### src/hdl/seg_game_pkg.sv
`default_nettype none

package seg_game_pkg;

    // Tick divisors in clk cycles, scaled down for simulation
    localparam int SAMPLE_DIV = 4;
    localparam int HALF_DIV = 128;
    localparam int SECOND_DIV = 256;

    // Consecutive high samples for a debounced press
    localparam int DEBOUNCE_LEN = 4;

    // Second ticks spent waiting in INITIAL
    localparam int INITIAL_SECONDS = 3;

    localparam int NUM_SEGS = 7;
    localparam int RING_SEGS = 6;

    // Segment index, 0 to 6 for a to g
    typedef logic [2:0] seg_idx_t;

    // One bit per segment, bit i is segment i
    typedef logic [NUM_SEGS-1:0] seg_vec_t;

    // Count of second ticks seen in INITIAL
    typedef logic [1:0] sec_count_t;

    // Free running divider count
    typedef logic [7:0] tick_count_t;

    // Segments the cursor jumps to
    localparam seg_idx_t SEG_A = 3'd0;
    localparam seg_idx_t SEG_B = 3'd1;
    localparam seg_idx_t SEG_F = 3'd5;
    localparam seg_idx_t SEG_G = 3'd6;

    typedef enum logic [1:0] {
        INITIAL = 2'd0,
        MOVING  = 2'd1,
        FALLING = 2'd2
    } game_state_t;

endpackage

`default_nettype wire

### src/hdl/tick_gen.sv
`timescale 1ns/1ps
`default_nettype none

module tick_gen (
    input  logic clk,
    input  logic rst,
    output logic tick_sample,
    output logic tick_half,
    output logic tick_second
);

    seg_game_pkg::tick_count_t count;

    // Single free counter, one full wrap per second tick
    always_ff @(posedge clk or posedge rst) begin
        if (rst) begin
            count <= '0;
        end else if (int'(count) == seg_game_pkg::SECOND_DIV - 1) begin
            count <= '0;
        end else begin
            count <= count + 1'b1;
        end
    end

    // Each enable fires on the last cycle of its period
    assign tick_sample =
        (int'(count) % seg_game_pkg::SAMPLE_DIV) == seg_game_pkg::SAMPLE_DIV - 1;
    assign tick_half =
        (int'(count) % seg_game_pkg::HALF_DIV) == seg_game_pkg::HALF_DIV - 1;
    assign tick_second =
        int'(count) == seg_game_pkg::SECOND_DIV - 1;

    // Flasher and FSM rely on the second tick landing on a half tick
    assert property (@(posedge clk) disable iff (rst) tick_second |-> tick_half)
        else $error("tick_second without tick_half");

endmodule

`default_nettype wire

### src/hdl/button_conditioner.sv
`timescale 1ns/1ps
`default_nettype none

module button_conditioner (
    input  logic clk,
    input  logic rst,
    input  logic tick_sample,
    input  logic button,
    output logic press
);

    localparam int LEN = seg_game_pkg::DEBOUNCE_LEN;

    logic [LEN-1:0] history;
    logic [LEN-1:0] next_history;
    logic           debounced;
    logic           all_high;

    // History as it will look after the current sample
    assign next_history = {history[LEN-2:0], button};
    assign all_high = &next_history;

    always_ff @(posedge clk or posedge rst) begin
        if (rst) begin
            history   <= '0;
            debounced <= 1'b0;
        end else if (tick_sample) begin
            history   <= next_history;
            debounced <= all_high;
        end
    end

    // Rising edge of the debounced level, only on a sample tick
    assign press = tick_sample && all_high && !debounced;

    // Sample ticks are several cycles apart, so a press is always one cycle
    assert property (@(posedge clk) disable iff (rst) press |=> !press)
        else $error("press held for two cycles");

endmodule

`default_nettype wire

### src/hdl/cursor_fsm.sv
`timescale 1ns/1ps
`default_nettype none

module cursor_fsm (
    input  logic                      clk,
    input  logic                      rst,
    input  logic                      tick_half,
    input  logic                      tick_second,
    input  logic                      press_right,
    input  logic                      press_left,
    input  logic                      press_up,
    input  logic                      press_down,
    output seg_game_pkg::seg_idx_t    head,
    output seg_game_pkg::seg_vec_t    record,
    output seg_game_pkg::game_state_t state_out
);

    seg_game_pkg::game_state_t state;
    seg_game_pkg::game_state_t next_state;
    seg_game_pkg::sec_count_t  sec_count;
    seg_game_pkg::seg_idx_t    next_head;
    seg_game_pkg::seg_vec_t    stamped;

    assign state_out = state;

    // Record with the cursor segment added
    assign stamped = record | (seg_game_pkg::seg_vec_t'(1) << head);

    always_comb begin
        next_state = state;
        case (state)
            seg_game_pkg::INITIAL: begin
                if (tick_second &&
                    int'(sec_count) == seg_game_pkg::INITIAL_SECONDS - 1) begin
                    next_state = seg_game_pkg::MOVING;
                end
            end
            seg_game_pkg::MOVING: begin
                if (press_down) begin
                    next_state = seg_game_pkg::FALLING;
                end
            end
            seg_game_pkg::FALLING: begin
                if (tick_half) begin
                    next_state = seg_game_pkg::INITIAL;
                end
            end
            default: next_state = seg_game_pkg::INITIAL;
        endcase
    end

    // Cursor movement, up wins over right and right over left
    always_comb begin
        next_head = head;
        if (press_up) begin
            next_head = (head == seg_game_pkg::SEG_G) ? seg_game_pkg::SEG_A
                                                      : seg_game_pkg::SEG_G;
        end else if (press_right) begin
            if (head == seg_game_pkg::SEG_G) begin
                next_head = seg_game_pkg::SEG_B;
            end else if (int'(head) == seg_game_pkg::RING_SEGS - 1) begin
                next_head = seg_game_pkg::SEG_A;
            end else begin
                next_head = head + 1'b1;
            end
        end else if (press_left) begin
            if (head == seg_game_pkg::SEG_G) begin
                next_head = seg_game_pkg::SEG_F;
            end else if (head == seg_game_pkg::SEG_A) begin
                next_head = seg_game_pkg::seg_idx_t'(seg_game_pkg::RING_SEGS - 1);
            end else begin
                next_head = head - 1'b1;
            end
        end
    end

    always_ff @(posedge clk or posedge rst) begin
        if (rst) begin
            state <= seg_game_pkg::INITIAL;
        end else begin
            state <= next_state;
        end
    end

    // Counts seconds only while waiting, cleared everywhere else
    always_ff @(posedge clk or posedge rst) begin
        if (rst) begin
            sec_count <= '0;
        end else if (state != seg_game_pkg::INITIAL) begin
            sec_count <= '0;
        end else if (tick_second) begin
            sec_count <= sec_count + 1'b1;
        end
    end

    always_ff @(posedge clk or posedge rst) begin
        if (rst) begin
            head   <= seg_game_pkg::SEG_A;
            record <= '0;
        end else if (state == seg_game_pkg::MOVING) begin
            if (press_down) begin
                // A full record starts over empty
                record <= (&stamped) ? '0 : stamped;
            end else begin
                head <= next_head;
            end
        end
    end

    assert property (@(posedge clk) disable iff (rst) head <= seg_game_pkg::SEG_G)
        else $error("cursor index out of range");

endmodule

`default_nettype wire

### src/hdl/segment_flasher.sv
`timescale 1ns/1ps
`default_nettype none

module segment_flasher (
    input  logic                   clk,
    input  logic                   rst,
    input  logic                   tick_half,
    input  seg_game_pkg::seg_idx_t head,
    input  seg_game_pkg::seg_vec_t record,
    output seg_game_pkg::seg_vec_t seg_n
);

    logic flash_phase;

    always_ff @(posedge clk or posedge rst) begin
        if (rst) begin
            flash_phase <= 1'b0;
        end else if (tick_half) begin
            flash_phase <= ~flash_phase;
        end
    end

    // Active low, recorded segments lit
    always_comb begin
        seg_n = ~record;
        // Cursor blinks against whatever the record shows
        if (flash_phase) begin
            seg_n[head] = ~seg_n[head];
        end
    end

endmodule

`default_nettype wire

### src/hdl/seg_game_top.sv
`timescale 1ns/1ps
`default_nettype none

module seg_game_top (
    input  logic                      clk,
    input  logic                      rst,
    input  logic                      right,
    input  logic                      left,
    input  logic                      up,
    input  logic                      down,
    output seg_game_pkg::seg_vec_t    seg_n,
    output seg_game_pkg::seg_idx_t    pos,
    output seg_game_pkg::game_state_t state_out
);

    logic                   tick_sample;
    logic                   tick_half;
    logic                   tick_second;
    logic                   press_right;
    logic                   press_left;
    logic                   press_up;
    logic                   press_down;
    seg_game_pkg::seg_vec_t record;

    tick_gen u_tick_gen (
        .clk         (clk),
        .rst         (rst),
        .tick_sample (tick_sample),
        .tick_half   (tick_half),
        .tick_second (tick_second)
    );

    button_conditioner cond_right (
        .clk         (clk),
        .rst         (rst),
        .tick_sample (tick_sample),
        .button      (right),
        .press       (press_right)
    );

    button_conditioner cond_left (
        .clk         (clk),
        .rst         (rst),
        .tick_sample (tick_sample),
        .button      (left),
        .press       (press_left)
    );

    button_conditioner cond_up (
        .clk         (clk),
        .rst         (rst),
        .tick_sample (tick_sample),
        .button      (up),
        .press       (press_up)
    );

    button_conditioner cond_down (
        .clk         (clk),
        .rst         (rst),
        .tick_sample (tick_sample),
        .button      (down),
        .press       (press_down)
    );

    cursor_fsm u_cursor_fsm (
        .clk         (clk),
        .rst         (rst),
        .tick_half   (tick_half),
        .tick_second (tick_second),
        .press_right (press_right),
        .press_left  (press_left),
        .press_up    (press_up),
        .press_down  (press_down),
        .head        (pos),
        .record      (record),
        .state_out   (state_out)
    );

    segment_flasher u_segment_flasher (
        .clk         (clk),
        .rst         (rst),
        .tick_half   (tick_half),
        .head        (pos),
        .record      (record),
        .seg_n       (seg_n)
    );

endmodule

`default_nettype wire

### config.mk
export PLATFORM = sky130hd
export DESIGN_NAME = seg_game_top
export DESIGN_NICKNAME = d
export VERILOG_FILES = /design/src/hdl/seg_game_pkg.sv /design/src/hdl/tick_gen.sv /design/src/hdl/button_conditioner.sv /design/src/hdl/cursor_fsm.sv /design/src/hdl/segment_flasher.sv /design/src/hdl/seg_game_top.sv
export SDC_FILE = /design/constraint.sdc
export NUM_CORES = 1
export LEC_CHECK = 0
export CAP_MARGIN = 20
export CORE_ASPECT_RATIO = 0.8
export CORE_UTILIZATION = 52
export CTS_CLUSTER_SIZE = 8
export DETAILED_ROUTE_END_ITERATION = 10
export DONT_BUFFER_PORTS = 1
export PLACE_DENSITY = 0.69
export SLEW_MARGIN = 20
export SYNTH_ARGS = -nofsm -noshare
export SYNTH_HDL_FRONTEND = slang
export SYNTH_HIERARCHICAL = 1
export SYNTH_SLANG_ARGS = --single-unit
### constraint.sdc
create_clock -name clk -period 2.1 [get_ports clk]
set_input_delay 0.21 -clock clk [delete_from_list [all_inputs] [get_ports clk]]
set_output_delay 0.21 -clock clk [all_outputs]
set_load 0.01 [all_outputs]
* Yosys cells after proc, flatten, opt, wreduce, memory -nomap -nowiden
Index checks and enable logic that the tools add are counted.
Word-level totals: flip-flop bits (word level) 39, bits of input ports 6, logic and storage cells 86
Cells by class: add/subtract/negate cells 4, $lt $le $gt $ge 2, equality and inequality tests 11, shifts and indexed selects 1, muxes and demuxes 22, bitwise logic cells 5, reduce and logical (&&, ||, !) cells 27
Operator list (number):
- $mux W3 | 8
- $reduce_and A4 Y1 | 4
- $mux W7 | 2
- $logic_and A1 B1 Y1 | 10
- $mux W2 | 5
- $add A8 B1 Y8 const B | 1
- $eq A8 B1 Y1 const B | 1
- $mux W8 | 1
- $bwmux W7 | 1
- $eq A7 B1 Y1 const B | 1
- $not A7 Y7 | 1
- $or A7 B7 Y7 | 1
- $reduce_and A7 Y1 | 1
- $shl A1 B3 Y7 const A | 1
- $eq A3 B3 Y1 const B | 2
- $pmux W2 S3 | 1
- $reduce_and A3 Y1 | 2
- $eq A2 B1 Y1 const B | 2
- $eq A2 B2 Y1 const B | 2
- $logic_not A1 Y1 | 4
- $lt A3 B4 Y1 const B | 1
- $ne A2 B2 Y1 const B | 2
- $reduce_bool A2 Y1 | 2
- $add A3 B1 Y3 const B | 1
- other kinds (12) | 15

* Longest topological paths before layout
Gate-level depths: netlist of the first run.
depth in word-level cells 6, depth in mapped cells 8, gate-level depth less buffers 7

* Hierarchy
The synthesis of the first run kept the hierarchy.
Modules (own cells, without submodules):
- cursor_fsm | times used 1, cells each 92, area an instance 838.3 µm²
- button_conditioner | times used 4, cells each 14, area an instance 166.4 µm²
- tick_gen | times used 1, cells each 34, area an instance 357.8 µm²
- segment_flasher | times used 1, cells each 38, area an instance 307.8 µm²

* Worst setup path before layout of the first run
Ideal clock, no wire load.
path kind register -> register, start register u_tick_gen.count[0], end register u_cursor_fsm.head[1], library setup time 0.127 ns, arrival time 2.151 ns, setup slack -0.178 ns, cell stages (with the launch flop) 9, clock period less this slack 2.278 ns, cell sequence dfrtp_1 ha_1 nand2_2 nor3_2 buf_2 nor3_1 nor3_2 o2111a_1 o22ai_1
Between the ends: cells in the longest elaborated chain, start to end 5
RTL lines:
- from (decl) | RTL line tick_gen.sv:12 | seg_game_pkg::tick_count_t count;
- from (signal assigned) | RTL line tick_gen.sv:21 | count <= count + 1'b1;
- $eq A2 B1 Y1 (*) | RTL line tick_gen.sv:27 | (int'(count) % seg_game_pkg::SAMPLE_DIV) == seg_game_pkg::SAMPLE_DIV - 1;
- net tick_sample | RTL line seg_game_top.sv:16 | logic tick_sample;
- $logic_and A1 B1 Y1 (*) (2 in series) | RTL line button_conditioner.sv:34 | assign press = tick_sample && all_high && !debounced;
- net press_right | RTL line seg_game_top.sv:19 | logic press_right;
- $reduce_bool A3 Y1 (no line) or $mux W3 (tied branches)
- $reduce_and A3 Y1 (no line) or $mux W3 (tied branches)
- to (signal assigned) | RTL line cursor_fsm.sv:98 | head <= seg_game_pkg::SEG_A;
- to (signal assigned) | RTL line cursor_fsm.sv:105 | head <= next_head;
- to (decl) | RTL line cursor_fsm.sv:13 | output seg_game_pkg::seg_idx_t head,
The timed path passes the listed nets; every way through them passes the cells marked *. A chain may end at the register's enable or synchronous reset.

* Final worst setup path of the first run
start register u_cursor_fsm.head[0], end output port seg_n[2]
Between the ends: cells in the longest elaborated chain, start to end 6
RTL lines:
- $lt A3 B4 Y1 (not written as such) or $ge A3 B1 Y1 (tied branches) | RTL line segment_flasher.sv:28 | seg_n[head] = ~seg_n[head];
- $logic_and A1 B1 Y1 (not written as such) | RTL line segment_flasher.sv:28
- $mux W1 (not written as such) | RTL line segment_flasher.sv:28
- $demux W1 S3
- $bwmux W7 (*) | RTL line segment_flasher.sv:28
- $mux W7 (*) | RTL line segment_flasher.sv:27 | if (flash_phase) begin
- to (decl) | RTL line seg_game_top.sv:11 | output seg_game_pkg::seg_vec_t seg_n,
Every way passes the cells marked *; elsewhere a longest branch is shown, timed or not. The select of a mux whose other input is x is not followed.

==> impl_summary.md, run 1 <==
Run status
The run finished with clean final reports.

STA
The count of endpoints failing hold in the final timing report was 0. The final sum of negative setup slack is 0 ns. For the pin with the worst max-slew slack, the measured transition is 0.560 ns.

The relative max-transition margin is ~63%. The upper clock frequency limit is roughly 510 MHz. Final hold analysis gives a worst-case slack of 0.0694 ns. The final count of negative-setup-slack endpoints is 0. Setup repair after global routing left no endpoint under its margin. The max-slew violation total from the final report is 0. The clock period could shrink to ~2.0 ns. The final setup skew is approximately 0.0074 ns. The fraction of the cycle the final worst path needs is 93.8%.

Critical path
STA classifies the critical path endpoint as an output pin. The critical path class is flip-flop to output pin. For the worst setup path, the data arrival time is between 1.5 and 2 ns. The largest fanout on the critical path is 10. Across all register-to-register paths, the minimum setup slack is around 0.15 ns. The kind of start point of the critical path is a flip-flop.

The data required time of the critical path is approximately 1.9 ns.

Synth
The most used flip-flop cell after synthesis is dfrtp_1. The share of flip-flops with an asynchronous set or reset after synthesis is between 90% and 100%. The share of the Yosys chip area taken by registers is 45.0%. In this run, distinct cell masters in the synthesized netlist total 48. The synthesized design contains 0 enable-type register cells. Synthesis produced a netlist whose cell count is 220. The cell type with the largest total area after synthesis is dfrtp_1. The net count of the mapped netlist is approximately 230. The cell with the most instances after synthesis is dfrtp_1. The Yosys step of the flow raised 6 warnings. In this run the mean area of a mapped cell was approximately 10 µm². In this run the biggest area consumer among cell types represents about 45% of the synthesized area.

By count the netlist is led by dfrtp_1, inv_1, nor2_1. Ranked by total cell area, the synthesized netlist is headed by dfrtp_1, mux2_2, a21oi_1. After synthesis the netlist holds a flip-flop and latch count of 39.

The cell area that synthesis handed to floorplanning was roughly 2200 µm².

Clock network
The clock insertion delay at the later pin of the skew report is around 0.29 ns. The root buffer cell chosen for the clock tree is clkbuf_8. Clock-pin slew was measured on the worst setup and hold paths at around 0.070 ns. The clock tree synthesis step divided the H-tree into 2 levels. TritonCTS created 5 clock buffers. TritonCTS built the clock tree.

The maximum buffer depth of the clock tree is 2. For this design, the sink count on the clock tree is 39.

Route
The number of vias after detailed routing is 1741. In the routed design, unresolved DRC markers number 0. The first detailed-routing pass took 5 iterations. Dividing the detail-routed wire length by the instance count gives around 17 µm. The routed via count divided by cell count is between 6 and 7. Wires add up to roughly 4800 µm. For this block, the initial DRC count from the detailed router was 94. The post-route antenna net violation count is 0.

Floorplanning
The row count is 20. 18 I/O pins were placed. The area of the core is 3900 µm². The die covers 4440 µm².

The initial utilization of the core area, before any placement, comes to between 50% and 60%. The die is around 74 µm wide. The floorplan step set the die height to around 60 µm.

Power and ir drop
The power density over cell area is roughly 530 nW/µm². The worst ir drop on vdd is 0.388 mV. The static power due to leakage is ~0.0011 µW.

Run
The number of max-cap violations is 0.

Placed design
The detailed placer's ending HPWL is approximately 3600 µm. Routability-driven placement finished with a final weighted congestion of 0.808. The placed instance count is 281.

The count of buffers from port buffering is 0. Once placement finished, the instance area stood at 2290 µm².

Global route
Summed over all layers, the global routing overflow is 0. The number of antenna violations at the first check in global routing is 0. The via count of the first global-routing pass is ~1700. The global router's overall resource usage is between 20% and 30%. The global-route wire length before repair is between 7000 and 8000 µm. The pin count of the biggest net entering global routing is 15.

Final layout
The fraction of layout instances using a drive strength above 1 is 20.9%. The synthesis-to-finish area growth is 10.4%. In the final layout, the multi-input gates occupy between 1000 and 1500 µm². The count of non-filler cells in the finished layout is a little under 300.

The post-route standard cell area excluding fillers is between 2000 and 2500 µm². The number of fill cells in the layout is 331. The number of diodes is 0. The number of nets in the finished design is about 240. The sequential cells in the finished layout cover a total of 977 µm².

Min path
The worst hold path belongs to the class input port to flip-flop.
cell type report:
class | instances | area share (%)
sequential | 39 | 40.8
timing repair buffer | 14 | 4.70
inverter | 20 | 3.13
tap | 55 | 2.87
clock inverter | 1 | 0.313
multi-input combinational | 155 | 45.3
clock buffer | 5 | 2.87
worst max-delay path: stages, from the launching register on:
cell	delay, ns
dfrtp_2	0.48
buf_4	0.20
mux2_2	0.35
o221ai_2	0.23
a31oi_1	0.20
registers in the layout, indices dropped and copies added, names as in the netlist:
signal	count
cond_down/debounced	1
cond_down/history	3
cond_left/debounced	1
cond_left/history	3
cond_right/debounced	1
cond_right/history	3
cond_up/debounced	1
cond_up/history	3
u_cursor_fsm/head	3
u_cursor_fsm/record	7
u_cursor_fsm/sec_count	2
u_cursor_fsm/state_out	2
u_segment_flasher/flash_phase	1
u_tick_gen/count	8
placed cells by master, fill, tap and decap left out, types with 6 or more instances in the layout:
master	n
a21oi_1	15
a31oi_1	7
buf_4	12
dfrtp_1	38
inv_1	20
mux2_2	10
nand2_1	6
nand3_1	12
nor2_1	18
o21ai_0	10
metal layers:
metal | part of all wire, % | vias to the layer above | global-route usage (%) | wire length [µm]
li1 | - | 819 | - | -
met3 | 4.6 | 15 | 5.40 | 218
met5 | 0 | - | 0 | 0
met2 | 47 | 59 | 39.5 | 2260
met4 | 2.8 | 0 | 11.6 | 132
met1 | 45 | 848 | 30.7 | 2160
worst paths after layout:
| path | startpoint | to | cells after the start |
|---|---|---|---|
| setup / recovery | u_cursor_fsm/head[0]$_DFFE_PP0P_ | seg_n[2] | 4 |
| hold / removal | up | cond_up/history[0]$_DFFE_PP0P_ | 1 |
| setup reg to reg | u_tick_gen/count[0]$_DFF_PP0_ | u_cursor_fsm/head[2]$_DFFE_PP0P_ | 8 |
| hold reg to reg | u_tick_gen/count[6]$_DFF_PP0_ | u_tick_gen/count[6]$_DFF_PP0_ | 1 |
| max in group asynchronous | rst | u_cursor_fsm/head[0]$_DFFE_PP0P_ | 2 |
| min in group asynchronous | rst | u_segment_flasher/flash_phase$_DFFE_PP0P_ | 2 |
report_power, final:
| group | leakage [µW] | internal, µW | switching (µW) |
|---|---|---|---|
| combinational | 0.000541 | 11.6 | 23.9 |
| sequential | 0.000496 | 765 | 9.47 |
| clock | 0.0000361 | 220 | 238 |
| total | 0.00107 | 996 | 271 |
metrics by stage:
step | setup WS, ns | util [%] | total power, µW
floorplan | 0.0498 | - | 812
global placement | 0.218 | 58.6 | 817
detailed placement | 0.145 | 58.6 | 821
CTS | 0.0950 | 60.8 | 1280
global route | 0.0161 | 61.4 | 1320
finish | 0.131 | 61.4 | 1270
cell families after synthesis:
kind of cell               synth area share (%)
and+or+nand+nor                            18.9
AOI/OAI and AO/OA                          19.7
DFF                                        45.0
buffers and inverters                      5.54
muxes                                      6.34
xor gates and xnor gates                   2.83
adders and majority gates                  1.73
what timing repair did:
action                                  CTS  global route
resized for setup                         1             1
hold buffers                              1             0
hold endpoints to repair                 39             0
endpoints found under the setup margin    3             8
buffers inserted                          0             1
cloned                                    0             0
(Power assumes the default switching activity.)
==> inputs of run 2 (changes only) <==
CORE_UTILIZATION = 57   (was 52)
PLACE_DENSITY = 0.74   (was 0.69)
==> impl_summary.md, run 2 (synthesized netlist as in run 1, its figures left out) <==
STA
The final sum of negative setup slack is 0 ns. Setup violations remaining at the end of the flow were counted as 0. Setup repair after global routing left no endpoint under its margin. The relative max-transition margin is between 60% and 70%. The fraction of the cycle the final worst path needs is approximately 94%. The max-slew violation total from the final report was 0. The tightest hold path in the finished design has a slack of 0.0776 ns.

At the pin with the least slew margin, the transition time is slightly above 0.5 ns. The count of endpoints failing hold in the final timing report is 0. The post-route minimum period is 1.98 ns.

For this run, the top clock speed supported by timing is 506 MHz. The final setup skew is between 0.0015 and 0.002 ns.

Final layout
The count of non-filler cells in the finished layout is 275. The synthesis-to-finish area growth is 10.4%. After the last flow step, the layout net total stands at 241. The register with the most flip-flops in the layout has 8 of them. Leaving out fill and tap cells, the most frequent cell in the layout is dfrtp_1. The top cell types in the final layout, fill and taps aside, are dfrtp_1, inv_1, nor2_1. The fraction of layout instances using a drive strength above 1 is a little over a fifth. 0 antenna diodes ended up in the layout.

The register with the most flip-flops in the final layout is u_tick_gen/count. For this run, the share of the core covered by cells in the final layout is 67.6%. The number of fill cells in the layout is 285. The largest registers in the layout are u_tick_gen/count: 8 flops, u_cursor_fsm/record: 7 flops.

Clock network
The number of clock sinks is 39. CTS placed an instance of clkbuf_8 at the clock tree root. The maximum buffer depth of the clock tree is 2. Clock-pin slew was measured on the worst setup and hold paths at about 0.07 ns. Buffers added to address setup during post-CTS repair amount to 0. The H-tree was split into 2 levels.

The clock insertion delay at the later pin of the skew report is 0.28 ns. The clock buffer count from CTS is 5. TritonCTS built the clock tree.

Route
The pre-antenna-repair detailed-routing pass consisted of 6 iterations. The final layout contains routed wiring with a total length of about 4400 µm. In this run, the number of DRC markers left after iteration 0 of detailed routing was around 140. Detailed routing inserted a total of around 1700 vias.

The detail route stage leaves a number of antenna-violating nets equal to 0. The count of unresolved DRC violations after routing is 0. The average detailed-routed wire length per instance is between 15 and 20 µm. The routed via count divided by cell count is a little over 6.

Critical path
STA puts the critical path data arrival time at ~2.1 ns. The critical path class is flip-flop to flip-flop. Of all nets on the critical path, the largest fanout is 11. The worst setup path is launched from a flip-flop. The critical path capture point type is a flip-flop. The data required time of the critical path is between 2 and 2.5 ns.

Run
The tool flagged a number of max-cap violations equal to 0.

Floorplanning
The starting utilization of the core area is roughly three fifths. The area of the die is around 4100 µm². The floorplan has 19 rows. The die is between 50 and 60 µm tall. The area of the core is between 3000 and 4000 µm².

The number of ports placed on the die boundary is 18. Measured along the x axis, the die boundary spans 71.0 µm.

Power and ir drop
The power density over cell area is 601 nW/µm². The static power due to leakage is 0.00108 µW. The post-layout total power is around 1400 µW.

The worst-case IR drop observed on VDD is ~0.50 mV.

Placed design
The count of buffers added on input and output ports is 0. The placed instance count is 266. The final weighted congestion in routability-driven placement is approximately 0.8. Summed over all nets, the half-perimeter wirelength after detailed placement is between 3000 and 4000 µm.

Global route
The first global-routing pass estimated approximately 8000 µm of wire. The via count of the first global-routing pass is 1677. Entering global routing, the biggest net connects 16 pins. Summed over all layers, the global routing overflow is 0. The global router's overall resource usage is 25.4%. The number of antenna violations at the first check in global routing is 0.

Min path
In this run the worst hold path is classified as input port to flip-flop.

Run status
The flow ran to the end, and the final reports show no timing, DRC or antenna violations.
run 2: worst paths after layout:
path,from,to,slack [ns],depth (start not counted)
worst max register to register,u_tick_gen/count[1]$_DFF_PP0_,u_cursor_fsm/record[4]$_DFFE_PP0P_,0.12,7
min in group asynchronous,rst,u_segment_flasher/flash_phase$_DFFE_PP0P_,0.38,2
worst max-delay path,u_tick_gen/count[1]$_DFF_PP0_,u_cursor_fsm/record[4]$_DFFE_PP0P_,0.12,7
worst min-delay path,left,cond_left/history[0]$_DFFE_PP0P_,0.08,1
max in group asynchronous,rst,u_cursor_fsm/head[0]$_DFFE_PP0P_,1.13,2
worst min register to register,u_tick_gen/count[6]$_DFF_PP0_,u_tick_gen/count[6]$_DFF_PP0_,0.50,1
run 2: critical path: stages, from the launching register on:
cell and delay [ns]:
dfrtp_1 0.45, ha_4 0.26, nand2_2 0.09, nor3_2 0.21
and3b_1 0.28, o21ai_0 0.21, nor3_4 0.24, a21oi_1 0.11
run 2: where the power goes:
group | internal (µW) | switching (µW) | leakage, µW
clock network | 384 | 248 | 0.0000612
logic | 11.6 | 22.8 | 0.000525
registers | 764 | 9.12 | 0.000496
run 2: layer usage:
layer / wire, µm / track usage (%) / up-vias
met4: 16 / 5.14 / 0
met3: 217 / 5.48 / 2
met2: 2070 / 40.4 / 48
li1: - / - / 814
met1: 2120 / 36.4 / 805
met5: 0 / 0 / -
run 2: cell type report:
cell class,count,area (µm²),area share (%)
multi-input combinational,155,1090,45.3
sequential,39,978,40.9
timing repair buffer,11,85.1,3.55
clock buffer,6,82.6,3.45
inverter,20,75.1,3.13
tap,42,52.6,2.19
clock inverter,2,35.0,1.46
run 2: per-stage QoR:
step	area, µm²	worst slack [ns]
floorplan	2170	0.0498
global placement	2250	0.167
detailed placement	2250	0.0694
CTS	2380	0.00606
global route	2390	0.000821
finish	2390	0.123
run 2: timing repair:
item	CTS	global route
setup endpoints to repair	0	15
hold buffers	1	0
gates resized for setup	0	3
hold endpoints to repair	39	0
